--- config.mk ---
export PLATFORM = sky130hd
export DESIGN_NAME = falling_spikes_obstacle
export DESIGN_NICKNAME = d
export VERILOG_FILES = /design/src/logic/spike_geom_pkg.sv /design/src/logic/spike_seq_pkg.sv /design/src/logic/spike_sequencer.sv /design/src/logic/spike_motion.sv /design/src/logic/spike_renderer.sv /design/src/logic/falling_spikes_obstacle.sv
export SDC_FILE = /design/constraint.sdc
export NUM_CORES = 1
export LEC_CHECK = 0
export BUFFER_PORTS_ARGS = -buffer_cell sky130_fd_sc_hd__buf_2
export CAP_MARGIN = 40
export CORE_ASPECT_RATIO = 0.5
export CORE_MARGIN = 8
export CORE_UTILIZATION = 40
export DETAILED_ROUTE_END_ITERATION = 10
export GPL_ROUTABILITY_DRIVEN = 0
export PLACE_DENSITY = 0.67
export SLEW_MARGIN = 40
export SYNTH_ARGS = -nofsm -noshare
export SYNTH_HDL_FRONTEND = slang
export SYNTH_SLANG_ARGS = --single-unit
--- constraint.sdc ---
create_clock -name clk -period 14.95 [get_ports clk]
set_input_delay 0.7475 -clock clk [delete_from_list [all_inputs] [get_ports clk]]
set_output_delay 0.7475 -clock clk [all_outputs]
set_load 0.05 [all_outputs]
--- src/logic/spike_geom_pkg.sv ---
package spike_geom_pkg;

    //////////////////////////////////////////////////
    // pixel level types
    //////////////////////////////////////////////////

    // horizontal or vertical position on the screen
    typedef logic [11:0] pixel_coord_t;

    // 4 bits per channel, red in the top nibble
    typedef logic [11:0] rgb_t;

    //////////////////////////////////////////////////
    // game field
    //////////////////////////////////////////////////

    // vertical limits of the play area
    localparam pixel_coord_t field_top = 12'd317;
    localparam pixel_coord_t field_bottom = 12'd617;

    // every spike starts on this column
    localparam pixel_coord_t field_center_x = 12'd511;

    //////////////////////////////////////////////////
    // spike shape
    //////////////////////////////////////////////////

    // half of the triangle base, also the landing margin from the far edge
    localparam pixel_coord_t spike_half_width = 12'd20;

    // maximum height of the triangle measured from its base
    localparam pixel_coord_t spike_length = 12'd50;

    // inside when 3*dx + dy stays at or below this
    // gives a narrow tip pointing away from the starting edge
    localparam pixel_coord_t spike_tip = 12'd42;

    // mouse dead zone to the right of the pointer
    localparam pixel_coord_t follow_zone = spike_half_width / 2;

    // spike colours
    localparam rgb_t spike_rgb_white = 12'hfff;
    localparam rgb_t spike_rgb_red = 12'hf00;

endpackage

--- src/logic/spike_seq_pkg.sv ---
package spike_seq_pkg;

    // kind of one step of the obstacle
    typedef enum logic [2:0] {
        none,
        single_top,
        single_bottom,
        barrage_top,
        barrage_bottom
    } step_kind_e;

    // sequencer states
    typedef enum logic [1:0] {
        idle,
        distribute,
        run
    } seq_state_e;

    typedef logic [4:0] step_count_t;
    typedef logic [25:0] tick_count_t;

    localparam step_count_t step_total = 5'd20;

    // menu code of this obstacle
    localparam logic [3:0] spike_game_code = 4'd5;

    // timing at 65 MHz pixel clock
    // one second of aim
    localparam tick_count_t aim_cycles_dflt = 26'd65_000_000;
    localparam tick_count_t move_cycles_dflt = 26'd300_000;
    localparam tick_count_t fast_move_cycles_dflt = 26'd150_000;
    // half a second of rest
    localparam tick_count_t settle_cycles_dflt = 26'd32_500_000;

    // fixed step order, index 0 runs first
    localparam step_kind_e step_pattern [step_total] = '{
        single_top, barrage_bottom, single_bottom, barrage_top, single_top,
        single_bottom, single_top, barrage_bottom, barrage_top, barrage_top,
        barrage_bottom, single_bottom, single_top, barrage_bottom, barrage_top,
        single_bottom, barrage_top, barrage_bottom, single_top, single_bottom
    };

    // spike enters from the top edge
    function automatic logic is_top_kind(step_kind_e kind);
        return (kind == single_top) || (kind == barrage_top);
    endfunction

    // barrages move on the fast tick
    function automatic logic is_barrage_kind(step_kind_e kind);
        return (kind == barrage_top) || (kind == barrage_bottom);
    endfunction

endpackage

--- src/logic/spike_sequencer.sv ---
`timescale 1ns/10ps

module spike_sequencer (
    input  logic                      clk,
    input  logic                      rst,
    input  logic                      done_in,
    input  logic                      play_selected,
    input  logic                      menu_on,
    input  logic [3:0]                selected,
    input  logic                      step_end,
    output spike_seq_pkg::step_kind_e step_kind,
    output logic                      load,
    output logic                      active,
    output logic                      done
);

    import spike_seq_pkg::*;

    seq_state_e  state;
    step_count_t step_idx;
    logic        start_hit;
    logic        abort;
    logic        steps_left;

    //////////////////////////////////////////////////
    // start and abort conditions
    //////////////////////////////////////////////////

    // previous obstacle finished and this one is chosen in the menu
    assign start_hit = done_in && (selected == spike_game_code) && play_selected;

    // leaving the game while spikes are on screen
    assign abort = menu_on || !play_selected;

    assign steps_left = (step_idx < step_total);

    //////////////////////////////////////////////////
    // step lookup
    //////////////////////////////////////////////////

    // index already points at the next step while distributing
    // and stays on the current one during run
    always_comb begin
        if (steps_left) begin
            step_kind = step_pattern[step_idx];
        end else begin
            step_kind = none;
        end
    end

    // one cycle of load per distribute visit with steps remaining
    assign load = (state == distribute) && steps_left;

    // motion and drawing only while a step is running
    assign active = (state == run);

    //////////////////////////////////////////////////
    // state machine
    //////////////////////////////////////////////////

    always_ff @(posedge clk) begin
        if (rst) begin
            state    <= idle;
            step_idx <= '0;
            done     <= 1'b0;
        end else begin
            // done is a single cycle pulse
            done <= 1'b0;
            case (state)
                idle: begin
                    if (start_hit) begin
                        state    <= distribute;
                        step_idx <= '0;
                    end
                end
                distribute: begin
                    if (!steps_left) begin
                        // all steps played, done rises with the first idle cycle
                        state <= idle;
                        done  <= 1'b1;
                    end else begin
                        state <= run;
                    end
                end
                run: begin
                    // abort keeps the step index and gives no done
                    if (abort) begin
                        state <= idle;
                    end else if (step_end) begin
                        state    <= distribute;
                        step_idx <= step_idx + 5'd1;
                    end
                end
                default: begin
                    state <= idle;
                end
            endcase
        end
    end

endmodule

--- src/logic/spike_motion.sv ---
`timescale 1ns/10ps

module spike_motion #(
    parameter spike_seq_pkg::tick_count_t aim_cycles       = spike_seq_pkg::aim_cycles_dflt,
    parameter spike_seq_pkg::tick_count_t move_cycles      = spike_seq_pkg::move_cycles_dflt,
    parameter spike_seq_pkg::tick_count_t fast_move_cycles =
        spike_seq_pkg::fast_move_cycles_dflt,
    parameter spike_seq_pkg::tick_count_t settle_cycles    = spike_seq_pkg::settle_cycles_dflt
) (
    input  logic                        clk,
    input  logic                        rst,
    input  logic                        load,
    input  logic                        active,
    input  spike_seq_pkg::step_kind_e   step_kind,
    input  spike_geom_pkg::pixel_coord_t mouse_x,
    output spike_geom_pkg::pixel_coord_t center_x,
    output spike_geom_pkg::pixel_coord_t center_y,
    output logic                        aiming,
    output logic                        step_end
);

    import spike_geom_pkg::*;
    import spike_seq_pkg::*;

    tick_count_t aim_cnt;
    tick_count_t x_tick;
    tick_count_t y_tick;
    tick_count_t settle_cnt;
    tick_count_t tick_period;
    logic        from_top;
    logic        follow_right;
    logic        follow_left;
    logic        x_step;
    logic        y_step;
    logic        landed;
    logic        settled;

    //////////////////////////////////////////////////
    // decode of the current step
    //////////////////////////////////////////////////

    assign from_top = is_top_kind(step_kind);

    // barrages run on the faster tick for both axes
    assign tick_period = is_barrage_kind(step_kind) ? fast_move_cycles : move_cycles;

    // pointer to the right of the spike
    assign follow_right = (center_x < mouse_x);
    // pointer left of the spike by more than the dead zone
    assign follow_left = ({1'b0, center_x} > ({1'b0, mouse_x} + {1'b0, follow_zone}));

    // a tick expires every tick_period+1 counted cycles
    assign x_step = (x_tick >= tick_period);
    assign y_step = (y_tick >= tick_period);

    // reached the margin at the opposite edge
    always_comb begin
        if (from_top) begin
            landed = (center_y >= (field_bottom - spike_half_width));
        end else begin
            landed = (center_y <= (field_top + spike_half_width));
        end
    end

    // single top spikes rest on the floor before the next step
    assign settled = (step_kind != single_top) || (settle_cnt == settle_cycles);

    assign step_end = active && !aiming && landed && settled;

    //////////////////////////////////////////////////
    // phase and tick counters
    //////////////////////////////////////////////////

    always_ff @(posedge clk) begin
        if (rst) begin
            aiming     <= 1'b0;
            aim_cnt    <= '0;
            x_tick     <= '0;
            y_tick     <= '0;
            settle_cnt <= '0;
        end else if (load) begin
            // new step always begins with aim
            aiming     <= 1'b1;
            aim_cnt    <= '0;
            x_tick     <= '0;
            y_tick     <= '0;
            settle_cnt <= '0;
        end else if (active) begin
            if (aiming) begin
                // aim lasts aim_cycles+1 active cycles
                if (aim_cnt == aim_cycles) begin
                    aiming  <= 1'b0;
                    aim_cnt <= '0;
                end else begin
                    aim_cnt <= aim_cnt + 26'd1;
                end
                // inside the dead zone the x tick restarts
                if (follow_right || follow_left) begin
                    x_tick <= x_step ? '0 : x_tick + 26'd1;
                end else begin
                    x_tick <= '0;
                end
            end else if (landed) begin
                if ((step_kind == single_top) && !settled) begin
                    settle_cnt <= settle_cnt + 26'd1;
                end
            end else begin
                y_tick <= y_step ? '0 : y_tick + 26'd1;
            end
        end
    end

    //////////////////////////////////////////////////
    // spike centre
    //////////////////////////////////////////////////

    always_ff @(posedge clk) begin
        if (load) begin
            center_x <= field_center_x;
            center_y <= from_top ? field_top : field_bottom;
        end else if (active) begin
            if (aiming) begin
                // x only follows the mouse during aim
                if (x_step && follow_right) begin
                    center_x <= center_x + 12'd1;
                end else if (x_step && follow_left) begin
                    center_x <= center_x - 12'd1;
                end
            end else if (!landed && y_step) begin
                // fall towards the opposite edge
                center_y <= from_top ? center_y + 12'd1 : center_y - 12'd1;
            end
        end
    end

endmodule

--- src/logic/spike_renderer.sv ---
`timescale 1ns/10ps

module spike_renderer (
    input  logic                         clk,
    input  logic                         rst,
    input  spike_geom_pkg::pixel_coord_t hcount,
    input  spike_geom_pkg::pixel_coord_t vcount,
    input  spike_geom_pkg::rgb_t         rgb_in,
    input  logic                         active,
    input  spike_seq_pkg::step_kind_e    step_kind,
    input  logic                         aiming,
    input  spike_geom_pkg::pixel_coord_t center_x,
    input  spike_geom_pkg::pixel_coord_t center_y,
    output spike_geom_pkg::rgb_t         rgb_out,
    output spike_geom_pkg::pixel_coord_t obstacle_x,
    output spike_geom_pkg::pixel_coord_t obstacle_y
);

    import spike_geom_pkg::*;
    import spike_seq_pkg::*;

    pixel_coord_t dx;
    pixel_coord_t dy;
    logic         beyond_base;
    logic         in_x;
    logic         in_y;
    logic         in_tip;
    logic         on_spike;
    logic [13:0]  tip_sum;
    rgb_t         spike_colour;

    //////////////////////////////////////////////////
    // triangle test
    //////////////////////////////////////////////////

    // horizontal distance, symmetric around the centre
    assign dx = (hcount >= center_x) ? (hcount - center_x) : (center_x - hcount);

    // vertical distance measured away from the starting edge
    always_comb begin
        if (is_top_kind(step_kind)) begin
            beyond_base = (vcount >= center_y);
            dy          = vcount - center_y;
        end else begin
            beyond_base = (vcount <= center_y);
            dy          = center_y - vcount;
        end
    end

    assign in_x = (dx <= spike_half_width);
    assign in_y = beyond_base && (dy <= spike_length);

    // 14 bits hold 3*4095 + 4095 without overflow
    assign tip_sum = (14'(dx) * 14'd3) + 14'(dy);
    assign in_tip = (tip_sum <= 14'(spike_tip));

    assign on_spike = active && in_x && in_y && in_tip;

    // barrages flash red while the player can still dodge
    assign spike_colour = (aiming && is_barrage_kind(step_kind)) ? spike_rgb_red
                                                                 : spike_rgb_white;

    //////////////////////////////////////////////////
    // output stage, one cycle of latency
    //////////////////////////////////////////////////

    always_ff @(posedge clk) begin
        if (rst) begin
            rgb_out    <= '0;
            obstacle_x <= '0;
            obstacle_y <= '0;
        end else if (on_spike) begin
            rgb_out    <= spike_colour;
            // spike pixel goes to the collision check
            obstacle_x <= hcount;
            obstacle_y <= vcount;
        end else begin
            rgb_out    <= rgb_in;
            obstacle_x <= '0;
            obstacle_y <= '0;
        end
    end

endmodule

--- src/logic/falling_spikes_obstacle.sv ---
`timescale 1ns/10ps

module falling_spikes_obstacle #(
    parameter spike_seq_pkg::tick_count_t aim_cycles       = spike_seq_pkg::aim_cycles_dflt,
    parameter spike_seq_pkg::tick_count_t move_cycles      = spike_seq_pkg::move_cycles_dflt,
    parameter spike_seq_pkg::tick_count_t fast_move_cycles =
        spike_seq_pkg::fast_move_cycles_dflt,
    parameter spike_seq_pkg::tick_count_t settle_cycles    = spike_seq_pkg::settle_cycles_dflt
) (
    input  logic                         clk,
    input  logic                         rst,
    input  spike_geom_pkg::pixel_coord_t hcount,
    input  spike_geom_pkg::pixel_coord_t vcount,
    input  spike_geom_pkg::rgb_t         rgb_in,
    input  spike_geom_pkg::pixel_coord_t mouse_x,
    input  logic                         done_in,
    input  logic                         play_selected,
    input  logic                         menu_on,
    input  logic [3:0]                   selected,
    output spike_geom_pkg::rgb_t         rgb_out,
    output spike_geom_pkg::pixel_coord_t obstacle_x,
    output spike_geom_pkg::pixel_coord_t obstacle_y,
    output logic                         done
);

    import spike_geom_pkg::*;
    import spike_seq_pkg::*;

    // sequencer to motion and renderer
    step_kind_e   step_kind;
    logic         load;
    logic         active;

    // motion to renderer and sequencer
    pixel_coord_t center_x;
    pixel_coord_t center_y;
    logic         aiming;
    logic         step_end;

    spike_sequencer spike_sequencer_inst (
        .clk           (clk),
        .rst           (rst),
        .done_in       (done_in),
        .play_selected (play_selected),
        .menu_on       (menu_on),
        .selected      (selected),
        .step_end      (step_end),
        .step_kind     (step_kind),
        .load          (load),
        .active        (active),
        .done          (done)
    );

    spike_motion #(
        .aim_cycles       (aim_cycles),
        .move_cycles      (move_cycles),
        .fast_move_cycles (fast_move_cycles),
        .settle_cycles    (settle_cycles)
    ) spike_motion_inst (
        .clk       (clk),
        .rst       (rst),
        .load      (load),
        .active    (active),
        .step_kind (step_kind),
        .mouse_x   (mouse_x),
        .center_x  (center_x),
        .center_y  (center_y),
        .aiming    (aiming),
        .step_end  (step_end)
    );

    spike_renderer spike_renderer_inst (
        .clk        (clk),
        .rst        (rst),
        .hcount     (hcount),
        .vcount     (vcount),
        .rgb_in     (rgb_in),
        .active     (active),
        .step_kind  (step_kind),
        .aiming     (aiming),
        .center_x   (center_x),
        .center_y   (center_y),
        .rgb_out    (rgb_out),
        .obstacle_x (obstacle_x),
        .obstacle_y (obstacle_y)
    );

endmodule

==> impl_metrics.yaml, run 1 <==
sta:
  pin_slew_with_the_least_headroom_to_its_limit_ps: 834
  final_setup_skew_ps: 9.42
  post-route-min-period_ps: 6980
  setup_slack_ps: 7970
  report.final.slew_viol_count: 0
  slew_headroom: 0.430
  final_number_of_hold_violating_endpoints: 0
  setup-tns-final_ps: 0
  layout_worst_path_cycle_share: 0.467
  setup_viol: 0
  rsz_0062_raised_after_global_routing: "no"
  fmax_mhz: 143
cells_and_area:
  final-seq-area_mm2: 0.00358
  num_antenna_cells: 0
  multiInputGateArea_mm2: 0.00805
  drive_above_1_share: 0.0968
  final_net_count: 1770
  layout.filler_cells: 2952
  final_cell_mix: "sky130_fd_sc_hd__nor2_1, sky130_fd_sc_hd__dfxtp_1, sky130_fd_sc_hd__ha_1"
  flow.area_growth_from_synthesis_pct: 11.7
synthesis:
  synthesis.yosys.warnings: 0
  postSynthNetCount: 1692
  postSynthRegisterBits: 173
  cell_type_with_the_largest_total_area_after_synthesis: "sky130_fd_sc_hd__dfxtp_1"
  post-synth-top-area-fraction: 0.263
  synth.area.top_cells: "sky130_fd_sc_hd__dfxtp_1, sky130_fd_sc_hd__ha_1, sky130_fd_sc_hd__xor2_1"
  syn_inst: 1479
  postSynth.topFlopCell: "sky130_fd_sc_hd__dfxtp_1"
  ys_types: 80
  synth_enable_flop_cells: 12
  mean_cell_area_of_the_mapped_netlist_um2: 8.30
  async_reset_ff_frac: 0
  synth_area_mm2: 0.0123
  portion_of_the_post_synthesis_area_used_by_sequential_elements: 0.292
global_route:
  grt_remaining_overflow: 0
  first_global_vias: 9910
  grt_antenna_before_repair: 0
  largest_net_degree_at_the_start_of_global_routing: 37
  first_pass_grt_wire_length_um: 49300
  grt_util_all_layers: 0.159
clock_network:
  cts-root-buf: "sky130_fd_sc_hd__clkbuf_16"
  worst_setup_hold_path_clk_slew_ps: 70
  cts_tree: "yes"
  clock_sinks: 173
  cts_post_setup_buffers_inserted: 0
  post_cts_hold_buffer_count: 0
  cts_inserted_buffers: 17
  ctsResizeCount: 0
  clk_path_buf_depth: 2
  htreeDepth: 4
  clk-insertion-delay-late_ps: 450
placement:
  buffer_ports.inserted: 93
  post-dp-hpwl_um: 22600
  dp_slack_ps: 7620
detailed_routing:
  met3_wirelength_um: 931
  route.detailed.wl_per_inst_um: 15.0
  totalWireLength_um: 29500
  number_of_vias_in_the_routed_layout: 10400
  via_per_inst: 5.27
  topRoutingLayerUsed: "met4"
  detailedRoute.firstPassIterationCount: 5
  drtIter0Drc: 517
  wl_met1_um: 14200
  routed-wl-met2_um: 13600
  drc_errors: 0
  number_of_antenna_violating_nets_in_the_routed_design: 0
critical_path:
  critPathMaxFanout: 28
  r2r.worst_path.cells: 28
  worstSetupEndpointType: "register"
  cp-start-kind: "register"
  data_arrival_critical_path_ps: 7300
  slowest_stage: "sky130_fd_sc_hd__inv_1"
  crit_required_ps: 15280
  worstSetupPathType: "reg -> reg"
  cp_peak_stage_delay_ps: 490
pwr:
  seq_power_share: 0.358
  int_power_mw: 0.886
  power_density_mw_per_mm2: 97.0
  share_of_total_power_consumed_by_net_switching: 0.333
  power.combinational.fraction: 0.312
  power.share.clock: 0.330
  vdd_drop_max_uv: 76.8
  switching_power_mw: 0.443
  leakagePower_nw: 5.96
worst_hold_path:
  hold_path_class: "reg -> reg"
  hold-path-cell-count: 2
floorplan:
  die-height_um: 140
  initial_utilization: 0.406
  dieArea_mm2: 0.0369
  core.rowCount: 45
  core-area_mm2: 0.0302
  top_level_ports: 94
  die_width_um: 264
status:
  status: "finished clean"
flow_run:
  maxCapViolations: 0
-- per-stage QoR --
step	power [mW]	util	area, um2	hold slack [ps]	std cells
after floorplan	0.806	-	12300	439	1479
after global placement	0.890	0.433	13100	461	1936
after detailed placement	0.896	0.434	13100	473	1936
after CTS	1.34	0.453	13700	485	1968
after global routing	1.41	0.453	13700	513	1969
final	1.33	0.453	13700	488	1969
-- final timing paths --
path | slack, ps | start | endpoint
worst min register to register | 490 | spike_motion_inst.x_tick[1] | spike_motion_inst.x_tick[1]
worst max-delay path | 7970 | spike_sequencer_inst.step_idx[0] | spike_motion_inst.center_x[11]
worst max register to register | 7970 | spike_sequencer_inst.step_idx[0] | spike_motion_inst.center_x[11]
worst min-delay path | 490 | spike_motion_inst.x_tick[1] | spike_motion_inst.x_tick[1]
-- cells in the mapped netlist (all sizes together), types with 5 or more instances --
cell     count
dfxtp      161
nor2       161
ha         141
inv        133
nand2      107
a21oi       82
xor2        74
xnor2       62
o21ai       56
nor3        53
nand3       39
nand4       32
and3        28
clkbuf      28
a21o        19
nor4        19
o21bai      18
nor2b       17
nand2b      16
or3         16
fa          15
mux2i       15
a31oi       14
and2        12
edfxtp      12
o211ai      12
buf         11
o21a         9
a2111oi      7
and4         7
o31ai        7
a211oi       6
nand3b       5
nand4b       5
nor3b        5
o311ai       5
o41ai        5
or2          5
-- power by group through the flow --
stage / clock [mW] / combinational, mW / sequential, mW
after floorplan: 0 / 0.316 / 0.490
after global placement: 0 / 0.404 / 0.486
after detailed placement: 0 / 0.410 / 0.486
after CTS: 0.448 / 0.413 / 0.475
after global routing: 0.469 / 0.468 / 0.476
final: 0.439 / 0.415 / 0.475
-- layout make-up --
cell class | count | share of cell area
multi-input cells | 1134 | 0.587
well taps | 399 | 0.0364
clock inverters | 10 | 0.00740
clock buffers | 22 | 0.0339
flip-flops and latches | 173 | 0.262
repair buffers | 98 | 0.0367
inverters | 133 | 0.0366
-- registers in the layout (all words and copies together), names as in the netlist, 12 cells and up --
name and flops:
spike_motion_inst.aim_cnt 26, spike_motion_inst.center_x 12, spike_motion_inst.center_y 12, spike_motion_inst.settle_cnt 26, spike_motion_inst.x_tick 26, spike_motion_inst.y_tick 26
spike_renderer_inst.obstacle_x 12, spike_renderer_inst.obstacle_y 12, spike_renderer_inst.rgb_out 12
-- per-layer routing --
metal,vias to the layer above,track usage
li1,5340,-
met1,4810,0.202
met2,179,0.266
met3,49,0.0290
met4,0,0.0609
met5,-,0
-- critical path: cells and delay by family, from the launching register on --
family          cells  cell delay [ps]
flops               1              450
buf+inv             6             1570
simple gates        4              720
xor+xnor            1              130
compound gates     14             2960
fa+ha+maj           3             1010
-- cells by family (layout without fill, tap and decap cells) --
family	count (synthesis)	count (layout)	share of synthesized area
xor gates and xnor gates	136	136	0.0971
DFF	173	173	0.292
adders and majority gates	156	156	0.168
and+or+nand+nor	543	543	0.221
buffers and inverters	172	263	0.0545
muxes	18	18	0.0150
AOI/OAI and AO/OA	281	281	0.152
Power figures use the tool's default switching activity.
==> inputs of run 2 (changes only) <==
PLACE_DENSITY = 0.69   (was 0.67)
clock period = 5.8 ns   (was 14.95 ns; I/O delays follow)
==> run 2 against run 1 <==
Compared with the run above: largest power group is now combinational cells; cell count increased by 4.0%; non-clock buffer count increased by 78; clock power increased to 2.5 times the previous value; highest routed layer unchanged; global-route usage increased by 0.10 points; design area increased by 7.9%; core utilization increased by 3.6 points; critical path type unchanged; power increased to 2.9 times the previous value; hold slack got worse by 410 ps; wire length increased by 4.3%.
==> impl_metrics.yaml, run 2 (synthesis results as in run 1) <==
detailed_routing:
  totalWireLength_um: 30800
  drc_errors: 0
  number_of_antenna_violating_nets_in_the_routed_design: 0
  drtIter0Drc: 615
  number_of_vias_in_the_routed_layout: 10800
  detailedRoute.firstPassIterationCount: 5
  via_per_inst: 5.28
  route.detailed.wl_per_inst_um: 15.0
sta:
  fmax_mhz: 176
  report.final.slew_viol_count: 0
  hold-worst-slack_ps: 81.0
  final_number_of_hold_violating_endpoints: 0
  layout_worst_path_cycle_share: 0.979
  rsz_0062_raised_after_global_routing: "yes"
  post-route-min-period_ps: 5680
  slew_headroom: 0.407
  setup_viol: 0
  setup-tns-final_ps: 0
  final_setup_skew_ps: 14.5
  pin_slew_with_the_least_headroom_to_its_limit_ps: 890
cells_and_area:
  num_antenna_cells: 0
  flow.area_growth_from_synthesis_pct: 20.5
  finish.cell_count_without_fillers: 2047
  drive_above_1_share: 0.177
  final_net_count: 1848
  final_cell_mix: "sky130_fd_sc_hd__nor2_1, sky130_fd_sc_hd__dfxtp_1, sky130_fd_sc_hd__ha_1"
global_route:
  first_pass_grt_wire_length_um: 49600
  largest_net_degree_at_the_start_of_global_routing: 37
  grt_remaining_overflow: 0
  grt_util_all_layers: 0.160
  grt-busiest-layer: "met2"
  first_global_vias: 10100
  grt_antenna_before_repair: 0
  grt_util_met1: 0.204
  met3_track_demand_over_resource_in_global_routing: 0.0315
  grtUsageMet2: 0.272
critical_path:
  data_arrival_critical_path_ps: 6040
  crit_required_ps: 6160
  worstSetupEndpointType: "register"
  reg2reg_setup_slack_ps: 120
  cp-start-kind: "register"
  critPathMaxFanout: 8
  worstSetupPathType: "reg -> reg"
clock_network:
  post_cts_hold_buffer_count: 0
  clock_sinks: 173
  worst_setup_hold_path_clk_slew_ps: 70
  clk_path_buf_depth: 2
  cts_inserted_buffers: 17
  cts_tree: "yes"
  clk-insertion-delay-late_ps: 440
  cts-root-buf: "sky130_fd_sc_hd__clkbuf_16"
  htreeDepth: 4
floorplan:
  dieArea_mm2: 0.0369
  initial_utilization: 0.406
  die-height_um: 140
  die_width_um: 264
  top_level_ports: 94
  core-area_mm2: 0.0302
  core.rowCount: 45
pwr:
  power_density_mw_per_mm2: 265
  leakagePower_nw: 6.42
  fin_total_pwr_mw: 3.91
  vdd_drop_max_uv: 217
placement:
  post-dp-hpwl_um: 23200
  buffer_ports.inserted: 93
  post-place-cells: 1997
flow_run:
  maxCapViolations: 0
status:
  status: "finished clean"
worst_hold_path:
  hold_path_class: "in -> reg"
[run 2: cell type report]
cell class,instances,area (um2)
flip-flops and latches,173,3590
multi-input cells,1134,8470
well taps,399,499
fillers,2839,15500
clock inverters,11,96.3
inverters,133,504
repair buffers,176,1160
clock buffers,21,472
[run 2: worst paths after layout]
kind                                                     from                               to  cells after the start
worst max-delay path            spike_motion_inst.center_x[0]   spike_renderer_inst.rgb_out[4]                     26
worst min-delay path                               rgb_in[10]  spike_renderer_inst.rgb_out[10]                      3
worst max register to register  spike_motion_inst.center_x[0]   spike_renderer_inst.rgb_out[4]                     26
worst min register to register   spike_motion_inst.y_tick[25]     spike_motion_inst.y_tick[25]                      2
[run 2: worst max-delay path, cell delays in order, from the launching register on]
cell                        delay [ps]
sky130_fd_sc_hd__dfxtp_2           370
sky130_fd_sc_hd__ha_4              150
sky130_fd_sc_hd__inv_2              40
sky130_fd_sc_hd__fa_2              390
sky130_fd_sc_hd__nand3_2            80
sky130_fd_sc_hd__a31oi_2            80
sky130_fd_sc_hd__o311a_1           340
sky130_fd_sc_hd__o221ai_4          190
sky130_fd_sc_hd__buf_6             150
sky130_fd_sc_hd__buf_4             150
sky130_fd_sc_hd__mux2i_4           250
sky130_fd_sc_hd__inv_2              80
sky130_fd_sc_hd__fa_1              500
sky130_fd_sc_hd__ha_2              200
sky130_fd_sc_hd__inv_1              60
sky130_fd_sc_hd__fa_2              350
sky130_fd_sc_hd__nand2b_4          160
sky130_fd_sc_hd__a21oi_2           160
sky130_fd_sc_hd__o31a_1            180
sky130_fd_sc_hd__o21ai_1           100
sky130_fd_sc_hd__a221o_1           380
sky130_fd_sc_hd__a221oi_2          300
sky130_fd_sc_hd__nand4b_1          140
sky130_fd_sc_hd__buf_4             190
sky130_fd_sc_hd__a2111oi_4         300
sky130_fd_sc_hd__buf_4             200
sky130_fd_sc_hd__o21bai_1          120
[run 2: power by group]
part | internal [mW] | leakage [nW] | switching (mW)
Combinational | 0.776 | 4.74 | 0.806
Sequential | 1.21 | 1.41 | 0.00852
Clock | 0.597 | 0.272 | 0.512
[run 2: timing repair]
action | 4_1_cts | 5_1_grt
gates cloned | 0 | 2
setup buffers | 5 | 11
pin swaps | 12 | 42
gates resized for setup | 17 | 69
endpoints found under the setup margin | 8 | 39
[run 2: through the flow]
step,instance area (um2),utilization,setup WS (ps)
after global routing,14800,0.489,-124
after global placement,13600,0.449,-58.7
after floorplan,12300,-,31.0
final,14800,0.489,122
after detailed placement,13600,0.450,-218
after CTS,14300,0.472,0.337
[run 2: routing by layer]
layer	vias to the layer above	routed length, um
met1	5049	14300
met4	0	690
met2	202	14600
met5	-	0
li1	5506	-
met3	43	1160
